--- src/rtl/mem_bus_pkg.sv ---
package mem_bus_pkg;

  // read opcode from controller to fetch unit
  // line burst or single beat
  typedef enum logic [0:0] {
    MEM_OP_LINE   = 1'b0,
    MEM_OP_SINGLE = 1'b1
  } mem_op_e;

  // burst length field, beats minus one
  localparam int MEM_LEN_W = 8;

  // beat counter, covers one line of words
  localparam int BEAT_CNT_W = 4;

endpackage

--- src/rtl/icache_pkg.sv ---
package icache_pkg;

  // address and instruction word width
  localparam int XLEN = 32;

  // line geometry, 64 bytes per line
  localparam int LINE_BYTES = 64;
  localparam int OFFSET_W = 6;
  localparam int WORDS_PER_LINE = 16;
  localparam int WORD_SEL_W = 4;

  // controller states
  typedef enum logic [2:0] {
    IDLE     = 3'd0,
    LOOKUP   = 3'd1,
    REFILL   = 3'd2,
    UNCACHED = 3'd3,
    REPLAY   = 3'd4
  } icache_state_e;

endpackage
--- src/rtl/icache_ctrl.sv ---
`timescale 1ns/100ps

module icache_ctrl
  import icache_pkg::*;
  import mem_bus_pkg::*;
#(
  parameter int NUM_LINES = 128,
  parameter logic [XLEN-1:0] UNCACHE_BASE = 32'hA000_0000
) (
  input  logic                               clk,
  input  logic                               rst,
  input  logic                               fetch_valid_i,
  input  logic [XLEN-1:0]                    fetch_addr_i,
  input  logic                               hit_i,
  input  logic [XLEN-1:0]                    rd_data_i,
  input  logic                               fill_done_i,
  input  logic                               beat_valid_i,
  input  logic [XLEN-1:0]                    beat_data_i,
  output logic                               fetch_ready_o,
  output logic                               inst_valid_o,
  output logic [XLEN-1:0]                    inst_data_o,
  output logic [$clog2(NUM_LINES)-1:0]       lookup_index_o,
  output logic [XLEN-$clog2(NUM_LINES)-OFFSET_W-1:0] lookup_tag_o,
  output logic [$clog2(NUM_LINES)-1:0]       rd_index_o,
  output logic [WORD_SEL_W-1:0]              rd_word_o,
  output logic                               tag_wr_en_o,
  output logic                               fill_start_o,
  output mem_op_e                            fill_op_o,
  output logic [XLEN-1:0]                    fill_addr_o,
  output logic [$clog2(NUM_LINES)-1:0]       refill_index_o
);

  localparam int INDEX_W = $clog2(NUM_LINES);
  localparam int TAG_W = XLEN - INDEX_W - OFFSET_W;

  icache_state_e state_q;
  icache_state_e state_d;
  // captured request
  logic [XLEN-1:0] addr_q;
  logic uncached_q;
  // uncached beat, returned one cycle later
  logic uc_valid_q;
  logic [XLEN-1:0] uc_data_q;

  always_ff @(posedge clk) begin
    if (rst) begin
      state_q <= IDLE;
      uc_valid_q <= 1'b0;
    end else begin
      state_q <= state_d;
      uc_valid_q <= (state_q == UNCACHED) && beat_valid_i;
    end
  end

  // request capture at acceptance, uncached decode done once here
  always_ff @(posedge clk) begin
    if (fetch_valid_i && fetch_ready_o) begin
      addr_q <= fetch_addr_i;
      uncached_q <= (fetch_addr_i >= UNCACHE_BASE);
    end
    if ((state_q == UNCACHED) && beat_valid_i) begin
      uc_data_q <= beat_data_i;
    end
  end

  always_comb begin
    state_d = state_q;
    case (state_q)
      IDLE: if (fetch_valid_i) state_d = LOOKUP;
      LOOKUP: begin
        if (uncached_q) state_d = UNCACHED;
        else if (hit_i) state_d = IDLE;
        else state_d = REFILL;
      end
      // tag written on the last beat, then look again
      REFILL: if (fill_done_i) state_d = REPLAY;
      UNCACHED: if (beat_valid_i) state_d = IDLE;
      // data read reissued here, lands in LOOKUP
      REPLAY: state_d = LOOKUP;
      default: state_d = IDLE;
    endcase
  end

  assign fetch_ready_o = (state_q == IDLE);

  // read issued at acceptance from the raw address, otherwise from the capture
  assign rd_index_o = (state_q == IDLE) ? fetch_addr_i[OFFSET_W +: INDEX_W]
                                        : addr_q[OFFSET_W +: INDEX_W];
  assign rd_word_o = (state_q == IDLE) ? fetch_addr_i[2 +: WORD_SEL_W]
                                       : addr_q[2 +: WORD_SEL_W];

  assign lookup_index_o = addr_q[OFFSET_W +: INDEX_W];
  assign lookup_tag_o = addr_q[XLEN-1 -: TAG_W];
  assign refill_index_o = addr_q[OFFSET_W +: INDEX_W];
  assign tag_wr_en_o = (state_q == REFILL) && fill_done_i;

  // miss or uncached starts one memory read
  assign fill_start_o = (state_q == LOOKUP) && (uncached_q || !hit_i);
  assign fill_op_o = uncached_q ? MEM_OP_SINGLE : MEM_OP_LINE;
  assign fill_addr_o = uncached_q ? addr_q : {addr_q[XLEN-1:OFFSET_W], {OFFSET_W{1'b0}}};

  // hit never counts for an uncached address
  assign inst_valid_o = ((state_q == LOOKUP) && hit_i && !uncached_q) || uc_valid_q;
  assign inst_data_o = uc_valid_q ? uc_data_q : rd_data_i;

  // no response may leave while a line is still streaming in
  a_no_resp_in_refill: assert property (
    @(posedge clk) disable iff (rst) (state_q == REFILL) |-> !inst_valid_o);

endmodule

--- config.mk ---
export PLATFORM = sky130hd
export DESIGN_NAME = icache_ctrl
export DESIGN_NICKNAME = d
export VERILOG_FILES = /design/src/rtl/mem_bus_pkg.sv /design/src/rtl/icache_pkg.sv /design/src/rtl/icache_ctrl.sv
export SDC_FILE = /design/constraint.sdc
export NUM_CORES = 1
export LEC_CHECK = 0
export BUFFER_PORTS_ARGS = -buffer_cell sky130_fd_sc_hd__buf_4
export CAP_MARGIN = 40
export CORE_UTILIZATION = 30
export DETAILED_ROUTE_END_ITERATION = 6
export SLEW_MARGIN = 20
export SYNTH_ARGS = -nofsm -noshare
export SYNTH_HDL_FRONTEND = slang
export SYNTH_SLANG_ARGS = --single-unit
--- constraint.sdc ---
create_clock -name clk -period 6.6 [get_ports clk]
set_input_delay 0.66 -clock clk [delete_from_list [all_inputs] [get_ports clk]]
set_output_delay 0.66 -clock clk [all_outputs]
set_load 0.03 [all_outputs]
==> insert_results.sql <==
INSERT INTO impl_metrics (metric_group, metric, value, unit) VALUES
('outcome', 'status', 'finished clean', ''),
('sta', 'fmaxAchievable', '364', 'MHz'),
('clock_tree', 'cts-root-to-sink-buffers', '2', ''),
('finish', 'filler_cell_count', '953', ''),
('yosys', 'mappedNetlistNets', '307', ''),
('die', 'die_y', '105', 'µm'),
('die', 'coreArea', '0.0103', 'mm²'),
('critical_path', 'critical-path-max-stage-delay', '0.58', 'ns'),
('yosys', 'synth_async_sr_flop_share', '0', '%'),
('route', 'viasPerCell', '4.20', ''),
('sta', 'timing.final.hold_violations', '0', ''),
('grt', 'number_of_antenna_violations_at_the_first_check_in_global_routing', '0', ''),
('clock_tree', 'clkLatencyLatePin', '0.34', 'ns'),
('clock_tree', 'cts.hold.buffers_added', '0', ''),
('yosys', 'ys_top_cells_by_area', 'sky130_fd_sc_hd__edfxtp_1 61%, sky130_fd_sc_hd__buf_4 14%, sky130_fd_sc_hd__mux2_2 12%', ''),
('clock_tree', 'cts_setup_buffers', '0', ''),
('sta', 'relSlewSlack', '49.7', '%'),
('critical_path', 'regToRegStartpoint', 'state_q[1]', ''),
('finish', 'synth_to_layout_area_growth', '47.9', '%'),
('critical_path', 'path_buf_inv', '2', ''),
('finish', 'final_design_area_no_fill', '0.00472', 'mm²'),
('placement', 'gp_congestion', '0.710', ''),
('yosys', 'synth_top_cell_by_area', 'sky130_fd_sc_hd__edfxtp_1', ''),
('finish', 'post_route_cells_drive_above_1_share', '74.5', '%'),
('sta', 'setup_viol', '0', ''),
('critical_path', 'endpoint_kind', 'output pin', ''),
('job', 'cap_violations', '0', ''),
('placement', 'dpl_cell_area', '0.00452', 'mm²'),
('route', 'drt_first_pass_iters', '4', ''),
('sta', 'finalCriticalPeriod', '2.74', 'ns'),
('die', 'overall_die_width', '105', 'µm'),
('clock_tree', 'tritoncts_clock_tree', 'done', ''),
('sta', 'fin_setup_tns', '0', 'ns'),
('critical_path', 'crit_chain', 'nor3_2 > buf_4 > mux2_2 > buf_4', ''),
('yosys', 'ys_dominant_reg_cell', 'sky130_fd_sc_hd__edfxtp_1', ''),
('clock_tree', 'h-tree-depth', '3', ''),
('power_and_ir_drop', 'seqPwrFrac', '44.1', '%'),
('critical_path', 'setup.worst_path.start_class', 'flop', ''),
('yosys', 'synthCells', '205', ''),
('yosys', 'syn-cell-area', '0.00319', 'mm²'),
('sta', 'finalCritPeriodShare', '41.6', '%'),
('route', 'drt_wl_total', '7540', 'µm'),
('power_and_ir_drop', 'p_comb_share', '26.4', '%'),
('route', 'detail_route.wl_per_cell', '14.8', 'µm'),
('yosys', 'synth_top_family_by_area', 'multiplexers', ''),
('power_and_ir_drop', 'power_frac_clock', '29.5', '%'),
('critical_path', 'worst_ep_required_time', '5.94', 'ns'),
('route', 'antenna_violating_nets_post_route', '0', ''),
('yosys', 'post_synth_most_frequent_cells', '65 x sky130_fd_sc_hd__edfxtp_1, 60 x sky130_fd_sc_hd__buf_4, 34 x sky130_fd_sc_hd__mux2_2', ''),
('critical_path', 'arrival', '2.08', 'ns'),
('die', 'die_area', '0.0111', 'mm²'),
('sta', 'skew', '0.00777', 'ns'),
('route', 'dr.first_iter.drc_count', '57', ''),
('power_and_ir_drop', 'p_leak', '0.00201', 'µW'),
('yosys', 'post-synth-top-count-cell', 'sky130_fd_sc_hd__edfxtp_1', ''),
('critical_path', 'worst-setup-path-type', 'flop to output pin', ''),
('yosys', 'yosys_warnings', '0', ''),
('clock_tree', 'cts_repair_resize_count', '0', ''),
('critical_path', 'worstPathMaxFanout', '8', ''),
('yosys', 'area_fraction_of_the_dominant_cell_type_after_synthesis', '61.1', '%'),
('route', 'via_count', '2139', ''),
('grt', 'grt_pass1_vias', '2053', ''),
('grt', 'largest_net_degree_at_the_start_of_global_routing', '34', ''),
('clock_tree', 'cts_inserted_buffers', '9', ''),
('critical_path', 'timing.critical_path.slowest_stage_cell', 'sky130_fd_sc_hd__nor3_2', ''),
('sta', 'unrepaired_setup_endpoints_after_global_routing', 'no', ''),
('grt', 'global_route.usage.total', '13.3', '%'),
('die', 'floorplan.io_pins', '215', ''),
('grt', 'grt.met3_usage', '4.24', '%'),
('power_and_ir_drop', 'peak_vdd_ir', '0.106', 'mV'),
('clock_tree', 'root_buffer', 'sky130_fd_sc_hd__clkbuf_8', '');
[layout by cell type (no fill, tap or decap), types with 3 or more instances in the layout]
cell type,count
sky130_fd_sc_hd__nor2b_1,3
sky130_fd_sc_hd__edfxtp_1,65
sky130_fd_sc_hd__mux2_1,9
sky130_fd_sc_hd__nor2_1,3
sky130_fd_sc_hd__clkbuf_8,10
sky130_fd_sc_hd__dfxtp_1,4
sky130_fd_sc_hd__mux2_2,34
sky130_fd_sc_hd__and2_2,7
sky130_fd_sc_hd__clkinvlp_4,3
sky130_fd_sc_hd__buf_4,217
[final timing paths]
kind | endpoint | slack [ns] | cells after the start
worst max-delay path | rd_word_o[3] | 3.86 | 4
worst max register to register | addr_q[29] | 4.49 | 2
worst min register to register | state_q[1] | 0.53 | 1
worst min-delay path | uc_data_q[0] | 0.49 | 1
[through the flow]
| step | hold slack, ns | total power [µW] | worst slack (ns) | utilization, % | std cells |
|---|---|---|---|---|---|
| 6_report | 0.486 | 1190 | 3.86 | 45.7 | 509 |
| 5_1_grt | 0.460 | 1240 | 3.71 | 45.7 | 509 |
| 4_1_cts | 0.459 | 1210 | 3.78 | 45.7 | 509 |
| 3_5_place_dp | 0.520 | 851 | 4.18 | 43.8 | 493 |
| 3_3_place_gp | 0.508 | 847 | 4.12 | 43.7 | 492 |
| 2_1_floorplan | 0.490 | 745 | 4.37 | - | 205 |
[layout make-up]
type / instances / area [µm²] / area share (%)
repair buffers: 217 / 1630 / 34.5
clock buffers: 11 / 141 / 2.99
inverters: 2 / 7.51 / 0.159
multi-input cells: 69 / 681 / 14.4
clock inverters: 5 / 61.3 / 1.30
well taps: 136 / 170 / 3.60
flip-flops and latches: 69 / 2030 / 43.0
[per-layer routing]
layer	part of all wire [%]	up-vias	routed length (µm)
met5	0	-	0
met4	1.2	0	90
met3	6.0	11	449
met2	56	94	4210
met1	37	1027	2790
li1	-	1007	-
[sequential cells by signal, indices dropped and copies added, names as in the netlist]
signal      count
uc_data_q      32
uc_valid_q      1
addr_q         32
state_q         3
uncached_q      1
[cell families (layout without fill, tap and decap cells)]
family                 Yosys count  count (layout)
DFF                             69              69
buffers and inverters           67             235
muxes                           44              44
and+or+nand+nor                 19              19
AOI/OAI and AO/OA                6               6
[power groups by stage]
stage,Combinational (µW),Clock [µW],Sequential [µW]
finish,314,351,524
global route,329,382,528
CTS,318,368,525
detailed placement,317,0,534
global placement,313,0,533
floorplan,216,0,529
Note: power is estimated with default switching activity, not from simulation.
