$ cat config.mk
export PLATFORM = sky130hd
export DESIGN_NAME = icache_mem_fetch
export DESIGN_NICKNAME = d
export VERILOG_FILES = /design/src/rtl/mem_bus_pkg.sv /design/src/rtl/icache_pkg.sv /design/src/rtl/icache_mem_fetch.sv
export SDC_FILE = /design/constraint.sdc
export NUM_CORES = 1
export LEC_CHECK = 0
export ABC_AREA = 0
export BUFFER_PORTS_ARGS = -buffer_cell sky130_fd_sc_hd__buf_2
export CAP_MARGIN = 20
export CORE_MARGIN = 2
export CORE_UTILIZATION = 36
export DETAILED_ROUTE_END_ITERATION = 10
export GPL_TIMING_DRIVEN = 0
export MAX_ROUTING_LAYER = met4
export PLACE_DENSITY = 0.78
export SLEW_MARGIN = 15
export SYNTH_ARGS = -nofsm -noshare
export SYNTH_HDL_FRONTEND = slang
export SYNTH_SLANG_ARGS = --single-unit
$ cat constraint.sdc
create_clock -name clk -period 1.55 [get_ports clk]
set_input_delay 0.0775 -clock clk [delete_from_list [all_inputs] [get_ports clk]]
set_output_delay 0.0775 -clock clk [all_outputs]
set_load 0.01 [all_outputs]
$ cat src/rtl/mem_bus_pkg.sv
package mem_bus_pkg;

  // read opcode from controller to fetch unit
  // line burst or single beat
  typedef enum logic [0:0] {
    MEM_OP_LINE   = 1'b0,
    MEM_OP_SINGLE = 1'b1
  } mem_op_e;

  // burst length field, beats minus one
  localparam int MEM_LEN_W = 8;

  // beat counter, covers one line of words
  localparam int BEAT_CNT_W = 4;

endpackage

$ cat src/rtl/icache_pkg.sv
package icache_pkg;

  // address and instruction word width
  localparam int XLEN = 32;

  // line geometry, 64 bytes per line
  localparam int LINE_BYTES = 64;
  localparam int OFFSET_W = 6;
  localparam int WORDS_PER_LINE = 16;
  localparam int WORD_SEL_W = 4;

  // controller states
  typedef enum logic [2:0] {
    IDLE     = 3'd0,
    LOOKUP   = 3'd1,
    REFILL   = 3'd2,
    UNCACHED = 3'd3,
    REPLAY   = 3'd4
  } icache_state_e;

endpackage
$ cat src/rtl/icache_mem_fetch.sv
`timescale 1ns/100ps

module icache_mem_fetch
  import mem_bus_pkg::*;
  import icache_pkg::*;
(
  input  logic                  clk,
  input  logic                  rst,
  input  logic                  fill_start_i,
  input  mem_op_e               fill_op_i,
  input  logic [XLEN-1:0]       fill_addr_i,
  input  logic                  mem_req_ready_i,
  input  logic                  mem_rvalid_i,
  input  logic [XLEN-1:0]       mem_rdata_i,
  output logic                  mem_req_valid_o,
  output logic [XLEN-1:0]       mem_req_addr_o,
  output logic [MEM_LEN_W-1:0]  mem_req_len_o,
  output logic                  beat_valid_o,
  output logic [BEAT_CNT_W-1:0] beat_idx_o,
  output logic [XLEN-1:0]       beat_data_o,
  output logic                  fill_done_o
);

  // beats in one line, minus one
  localparam int LINE_LEN = LINE_BYTES / (XLEN / 8) - 1;

  // control state
  logic req_valid_q;
  logic busy_q;
  logic [BEAT_CNT_W-1:0] beat_cnt_q;
  // request payload, held until the handshake
  logic [XLEN-1:0] addr_q;
  logic [MEM_LEN_W-1:0] len_q;

  always_ff @(posedge clk) begin
    if (rst) begin
      req_valid_q <= 1'b0;
      busy_q <= 1'b0;
      beat_cnt_q <= '0;
    end else if (fill_start_i) begin
      req_valid_q <= 1'b1;
      busy_q <= 1'b1;
      beat_cnt_q <= '0;
    end else begin
      // request leaves on the handshake
      if (req_valid_q && mem_req_ready_i) begin
        req_valid_q <= 1'b0;
      end
      if (beat_valid_o) begin
        beat_cnt_q <= beat_cnt_q + 1'b1;
      end
      if (fill_done_o) begin
        busy_q <= 1'b0;
      end
    end
  end

  always_ff @(posedge clk) begin
    if (fill_start_i) begin
      addr_q <= fill_addr_i;
      len_q <= (fill_op_i == MEM_OP_LINE) ? MEM_LEN_W'(LINE_LEN) : '0;
    end
  end

  assign mem_req_valid_o = req_valid_q;
  assign mem_req_addr_o = addr_q;
  assign mem_req_len_o = len_q;

  // every beat taken while a read is open
  assign beat_valid_o = busy_q && mem_rvalid_i;
  assign beat_idx_o = beat_cnt_q;
  assign beat_data_o = mem_rdata_i;
  // last beat when the count reaches the length field
  assign fill_done_o = beat_valid_o && (beat_cnt_q == len_q[BEAT_CNT_W-1:0]);

  // request held steady under back-pressure
  a_req_stable: assert property (
    @(posedge clk) disable iff (rst)
    (mem_req_valid_o && !mem_req_ready_i) |=>
      (mem_req_valid_o && $stable(mem_req_addr_o) && $stable(mem_req_len_o)));

endmodule

==> key figures, run 1 <==
Worst setup path
  – WP data arrival: between 1.5 and 2 ns
  – CP startpoint: beat_idx_o[3]
  – Max FO, Critical Path: 5
  – FF-to-FF End: busy_q
  – R2R cell count: 3
  – Slowest cell delay on critical path: approximately 0.53 ns
  – Flop2flop setup slack: roughly 0.36 ns
  – Critical Path Sink Type: output pin
  – Worst Path Required: around 1.5 ns
  – Crit path capture: fill_done_o
  – Slowest stage cell, crit path: or4_4
  – Reg-to-reg startpoint: beat_idx_o[3]
  – Critical Path Source Type: flop
  – Crit path cell chain: or4_4 -> nor3_2 -> or2_1 -> buf_2
  – Number of buffers and inverters on the critical path: 1
  – CP Class: flop to output pin
  – Crit-path leading delay family: simple AND/OR/NAND/NOR gates
  – WP depth: 4

Cells and area
  – Final nets: 330
  – Antenna cell count: 0
  – Share of cells above drive strength 1: 0.635
  – Fill cells: ~350
  – Area Overhead vs Synth: 67.7%
  – Final Cell Area: around 0.0027 mm²

Outcome
  – Failing checks: negative setup slack
  – Run status: finished with violations

Logic synthesis
  – Post-Syn Area: between 0.0015 and 0.002 mm²
  – Synth warn: 0
  – Yosys top cell by area: edfxtp_1
  – Synth cell count leaders: buf_4 (39), edfxtp_1 (33), dfxtp_1 (6)
  – Post-synth top area share: 0.626
  – Most instantiated library cell after synthesis: buf_4
  – Ys async rst share: 0
  – Cell count after synthesis: between 100 and 150
  – Top post-synthesis cells by area: edfxtp_1 (63%), buf_4 (18%), dfxtp_1 (7.6%)
  – Synth cell types: 22
  – Ys flop type: edfxtp_1
  – Post-synthesis sequential area ratio: 0.702
  – #FFs+latches synth: 39
  – Syn_area_per_cell: 15.1 µm²
  – Post-synth EDFFs: 33

Power
  – Pwr per Cell Area: about 940 mW/mm²
  – Overall power: 0.00248 W
  – Psw: around 0.00055 W
  – Lkg Pwr: around 1.3 nW
  – Sw Share: 0.220
  – Flop pwr share: 0.501
  – Comb pwr share: 0.169
  – Clk pwr share: 0.330
  – Maximum VDD drop: between 0.3 and 0.4 mV
  – Cell Int Power: about 0.0019 W

Routing
  – Total Routed Length: around 4000 µm
  – WL per Instance: between 10 and 15 µm
  – Vias: between 1k and 1.5k
  – Vias per cell: 4.20
  – DR iter-0 viols: between 60 and 70
  – Antenna-violating nets left: 0
  – DRC viols: 0
  – Drt first pass iters: 4

STA
  – Final Cycle Share: 1.04
  – Unrepaired setup endpoints after global routing: true
  – Worst Skew: between 0.001 and 0.0015 ns
  – Actual slew at the worst max-slew pin: approximately 0.84 ns
  – Finish-stage setup viols: 1
  – Final worst setup slack: -0.0550 ns
  – Fmax: slightly above 0.6 GHz
  – Slew Limit Fails: 0
  – Final Critical Period: about 1.6 ns
  – Final hold vios: 0
  – Rel. slew slack: 0.439

Die
  – Die X-Extent: 70.3 µm
  – Die Y: around 70 µm
  – DIE AREA: ~0.005 mm²
  – Core Rows: 24
  – Core area: roughly 0.0043 mm²
  – I/O pin cnt: about 150
  – Initial Util: 0.369

Global route
  – First-pass GRT wire length: roughly 6100 µm
  – Vias in the first global route: around 1.3k
  – GRT overflow: 0
  – Antenna violations before repair: 0
  – Total GRT Usage: 0.167
  – Largest net degree at the start of global routing: 40

Clock tree
  – CTS buffer count: 5
  – Clk Latency, worst-skew pair: between 0.2 and 0.3 ns
  – CTS tree: yes
  – Max Buffers Root-to-Sink: 2
  – Reg clk slew, reported paths: roughly 0.07 ns
  – CTS sink cnt: 39
  – CTS root buf: clkbuf_8
  – H-tree depth: 2

Hold path
  – Hold Path Stages: 2
  – Hold/Removal Path Class: input port to flop

Placement
  – Number of buffers added on ports: about 110
  – Place WS: about 0.23 ns
  – Routability Congestion: approximately 0.77
  – Area of placed instances: between 0.002 and 0.0025 mm²

Run
  – Max_cap viols: 0
==> state kept, by name (all words and copies together) (netlist names) <==
signal / flops
beat_idx_o: 4
busy_q: 1
mem_req_addr_o: 32
mem_req_len_o: 1
mem_req_valid_o: 1
==> timing repair <==
| item | 4_1_cts | 5_1_grt |
|---|---|---|
| cloned | 0 | 0 |
| hold buffers | 32 | 0 |
| setup endpoints to repair | 1 | 1 |
| resized for setup | 2 | 0 |
| buffers inserted | 0 | 0 |
| endpoints found under the hold margin | 32 | 0 |
==> power groups by stage <==
stage	sequential, W	clock (W)	combinational, W
final	0.00124	0.000820	0.000419
after global routing	0.00125	0.000890	0.000451
after CTS	0.00124	0.000853	0.000423
after detailed placement	0.00127	0	0.000358
after global placement	0.00127	0	0.000351
after floorplan	0.00131	0	0.000129
==> metal layers <==
metal / track usage / vias up / routed length (µm)
li1: - / 629 / -
met1: 0.154 / 566 / 1350
met2: 0.310 / 112 / 2200
met3: 0.0548 / 4 / 472
met4: 0.0726 / 0 / 44
met5: - / - / 0
==> layout by cell type, fill, tap and decap left out <==
master,count
or4_4,1
edfxtp_1,33
nand2_1,1
a211oi_2,1
a21oi_1,1
buf_4,39
clkinv_2,1
conb_1,4
or2_1,1
o41ai_1,1
or3_1,1
bufinv_16,1
nor3_1,4
clkbuf_8,5
dlygate4sd3_1,32
buf_2,112
dfxtp_2,2
nand2_4,1
nor3_2,1
dfxtp_1,4
mux2i_1,1
o21ai_1,1
inv_1,4
nand2b_1,1
clkinv_4,1
ha_1,1
xor2_1,2
nor2_1,1
nand3_1,2
==> worst min-delay path by stage <==
| stage | start | slack [ns] | endpoint |
|---|---|---|---|
| 5_1_grt | fill_op_i | 0.03 | mem_req_len_o[2] |
| 4_1_cts | fill_op_i | 0.02 | mem_req_len_o[2] |
| 3_5_place_dp | fill_addr_i[2] | 0.26 | mem_req_addr_o[2] |
| 2_1_floorplan | rst | 0.14 | beat_idx_o[3] |
| 3_3_place_gp | fill_addr_i[13] | 0.25 | mem_req_addr_o[13] |
| 6_report | fill_op_i | 0.03 | mem_req_len_o[2] |
==> cell type report <==
class | count | area [µm²] | share of cell area
sequential | 39 | 1110 | 0.419
timing repair buffer | 144 | 881 | 0.332
buffer | 39 | 293 | 0.110
multi-input combinational | 26 | 175 | 0.0660
clock buffer | 5 | 68.8 | 0.0259
tap | 52 | 65.1 | 0.0245
clock inverter | 3 | 43.8 | 0.0165
inverter | 4 | 15.0 | 0.00566
==> stage by stage <==
stage,util,TNS (ns),instances,hold slack (ns)
floorplan,-,0,108,0.142
global placement,0.517,0,272,0.254
detailed placement,0.517,0,272,0.256
CTS,0.618,-0.0725,312,0.0201
global route,0.618,-0.109,312,0.0251
finish,0.618,-0.0550,312,0.0286
==> kinds of logic after synthesis <==
kind of cell | synth area share
XOR/XNOR | 0.0111
other | 0.00237
AND/OR/NAND/NOR | 0.0561
adder cells (fa/ha/maj) | 0.00790
buffers and inverters | 0.194
AO/OA/AOI/OAI | 0.0198
multiplexers | 0.00632
flip-flops | 0.702
Note: power is estimated with default switching activity, not from simulation.
==> inputs of run 2 (changes only) <==
- BUFFER_PORTS_ARGS: -buffer_cell sky130_fd_sc_hd__buf_2 -> -buffer_cell sky130_fd_sc_hd__buf_4
==> run 2 against run 1 <==
The run still ends with negative setup slack left. Combinational power increased by 24%. Setup slack improved by 0.0074 ns. Total power increased by 4.3%. Largest cell class unchanged. Fmax increased by 0.46%. Core utilization increased by 6.8 points. Non-clock buffer count increased by 1.
==> key figures, run 2 (synthesis gave the netlist of run 1 again) <==
Outcome
  – Run status: finished with violations
  – Failing checks: negative setup slack

Cells and area
  – Area Overhead vs Synth: 86.1%
  – Fill cells: ~300
  – Post-Layout Cell Count: 313
  – Final nets: roughly 330
  – Final Cell Area: 0.00295 mm²
  – Most frequent cells in the layout: buf_4 (151), dlygate4sd3_1 (33), edfxtp_1 (33)
  – Commonest non-fill, non-tap cell in the layout: buf_4
  – Share of cells above drive strength 1: 0.632
  – Max reg flops: 32
  – Antenna cell count: 0

Run
  – Max_cap viols: 0

Clock tree
  – Clk Latency, worst-skew pair: roughly 0.28 ns
  – Max Buffers Root-to-Sink: 2
  – Number of setup buffers added after CTS: 0
  – CTS buffer count: 5
  – CTS root buf: clkbuf_8
  – CTS tree: yes
  – Reg clk slew, reported paths: around 0.070 ns
  – CTS sink cnt: 39
  – H-tree depth: 2

STA
  – Fmax: about 0.63 GHz
  – Slew Limit Fails: 0
  – Final worst setup slack: -0.0477 ns
  – Final hold vios: 0
  – Hold WS: 0.0350 ns
  – Final Cycle Share: 1.03
  – Final Critical Period: around 1.6 ns
  – Finish-stage setup viols: 1
  – Unrepaired setup endpoints after global routing: true
  – Worst Skew: 0.000398 ns

Global route
  – GRT overflow: 0
  – Vias in the first global route: about 1.3k
  – Largest net degree at the start of global routing: 40
  – Antenna violations before repair: 0
  – First-pass GRT wire length: 6390 µm
  – Total GRT Usage: 0.179

Power
  – Flop pwr share: 0.483
  – Lkg Pwr: 1.40 nW
  – Maximum VDD drop: 0.384 mV
  – Pwr per Cell Area: about 880 mW/mm²
  – Comb pwr share: 0.200
  – Clk pwr share: 0.317
  – Psw: around 0.00056 W
  – Sw Share: 0.217
  – Cell Int Power: 0.00203 W

Worst setup path
  – Worst Path Required: around 1.5 ns
  – Slowest stage cell, crit path: or4_4
  – CP Class: flop to output pin
  – Crit path cell chain: or4_4 -> nor3_2 -> or2_1 -> buf_4
  – Max FO, Critical Path: 5
  – Slowest cell delay on critical path: 0.53 ns
  – Critical Path Source Type: flop
  – WP data arrival: between 1.5 and 2 ns
  – Critical Path Sink Type: output pin

Die
  – Die Y: about 70 µm
  – I/O pin cnt: roughly 150
  – Initial Util: 0.369
  – Core area: about 0.0043 mm²
  – Die X-Extent: 70.3 µm
  – DIE AREA: 0.00494 mm²
  – Core Rows: 24

Routing
  – WL per Instance: ~14 µm
  – DR iter-0 viols: 83
  – Total Routed Length: between 4000 and 5000 µm
  – Drt first pass iters: 4
  – Vias per cell: roughly 4.2
  – DRC viols: 0
  – Antenna-violating nets left: 0
  – Vias: around 1.3k

Placement
  – DP Cell Count: 272
  – Number of buffers added on ports: approximately 110
  – Routability Congestion: ~0.74
  – Area of placed instances: roughly 0.0025 mm²

Hold path
  – Hold/Removal Path Class: input port to flop
-- run 2: changes by cell type in the layout (fill, tap and decap cells not counted), sizes merged --
cell	delta
dlygate4sd3	+1
-- run 2: critical path: cells and delay by family, from the launching register on --
family / cells / cell delay (ns)
buf+inv: 1 / 0.11
simple gates: 3 / 0.78
flops: 1 / 0.34
-- run 2: per-stage QoR --
step,utilization,setup TNS [ns],power (W),worst slack [ns]
3_3_place_gp,0.582,0,0.00171,0.256
2_1_floorplan,-,0,0.00144,0.318
4_1_cts,0.686,-0.0620,0.00263,-0.0620
5_1_grt,0.686,-0.0961,0.00269,-0.0961
6_report,0.686,-0.0477,0.00259,-0.0477
3_5_place_dp,0.582,0,0.00172,0.239
-- run 2: final timing paths --
| kind | from | end | slack, ns | cells past startpoint |
|---|---|---|---|---|
| setup reg to reg | beat_idx_o[3] | busy_q | 0.36 | 3 |
| setup / recovery | beat_idx_o[3] | fill_done_o | -0.05 | 4 |
| hold reg to reg | mem_req_valid_o | mem_req_valid_o | 0.52 | 2 |
| hold / removal | fill_op_i | mem_req_len_o[2] | 0.03 | 2 |
-- run 2: repair_timing --
item                       CTS  global route
gates cloned                 0             0
hold endpoints to repair    33             0
setup endpoints to repair    1             1
hold buffers                33             0
gates resized for setup      2             0
-- run 2: area by class of cell --
type | instances | area [µm²] | area share
plain buffers | 39 | 293 | 0.0994
clock buffers | 5 | 68.8 | 0.0234
clock inverters | 3 | 43.8 | 0.0149
inverters | 4 | 15.0 | 0.00510
multi-input cells | 26 | 175 | 0.0595
flip-flops and latches | 39 | 1110 | 0.378
well taps | 52 | 65.1 | 0.0221
repair buffers | 145 | 1170 | 0.398
-- run 2: layer usage --
| metal | vias to the layer above | share of wire | GRT usage |
|---|---|---|---|
| li1 | 632 | - | - |
| met1 | 567 | 0.33 | 0.166 |
| met2 | 102 | 0.53 | 0.329 |
| met3 | 7 | 0.13 | 0.0664 |
| met4 | 0 | 0.016 | 0.0705 |
| met5 | - | 0 | - |
-- run 2: power groups by stage --
stage / clock, W / sequential (W) / combinational [W]
after floorplan: 0 / 0.00131 / 0.000129
after global placement: 0 / 0.00127 / 0.000441
after detailed placement: 0 / 0.00127 / 0.000451
after CTS: 0.000855 / 0.00125 / 0.000520
after global routing: 0.000883 / 0.00126 / 0.000549
final: 0.000820 / 0.00125 / 0.000518
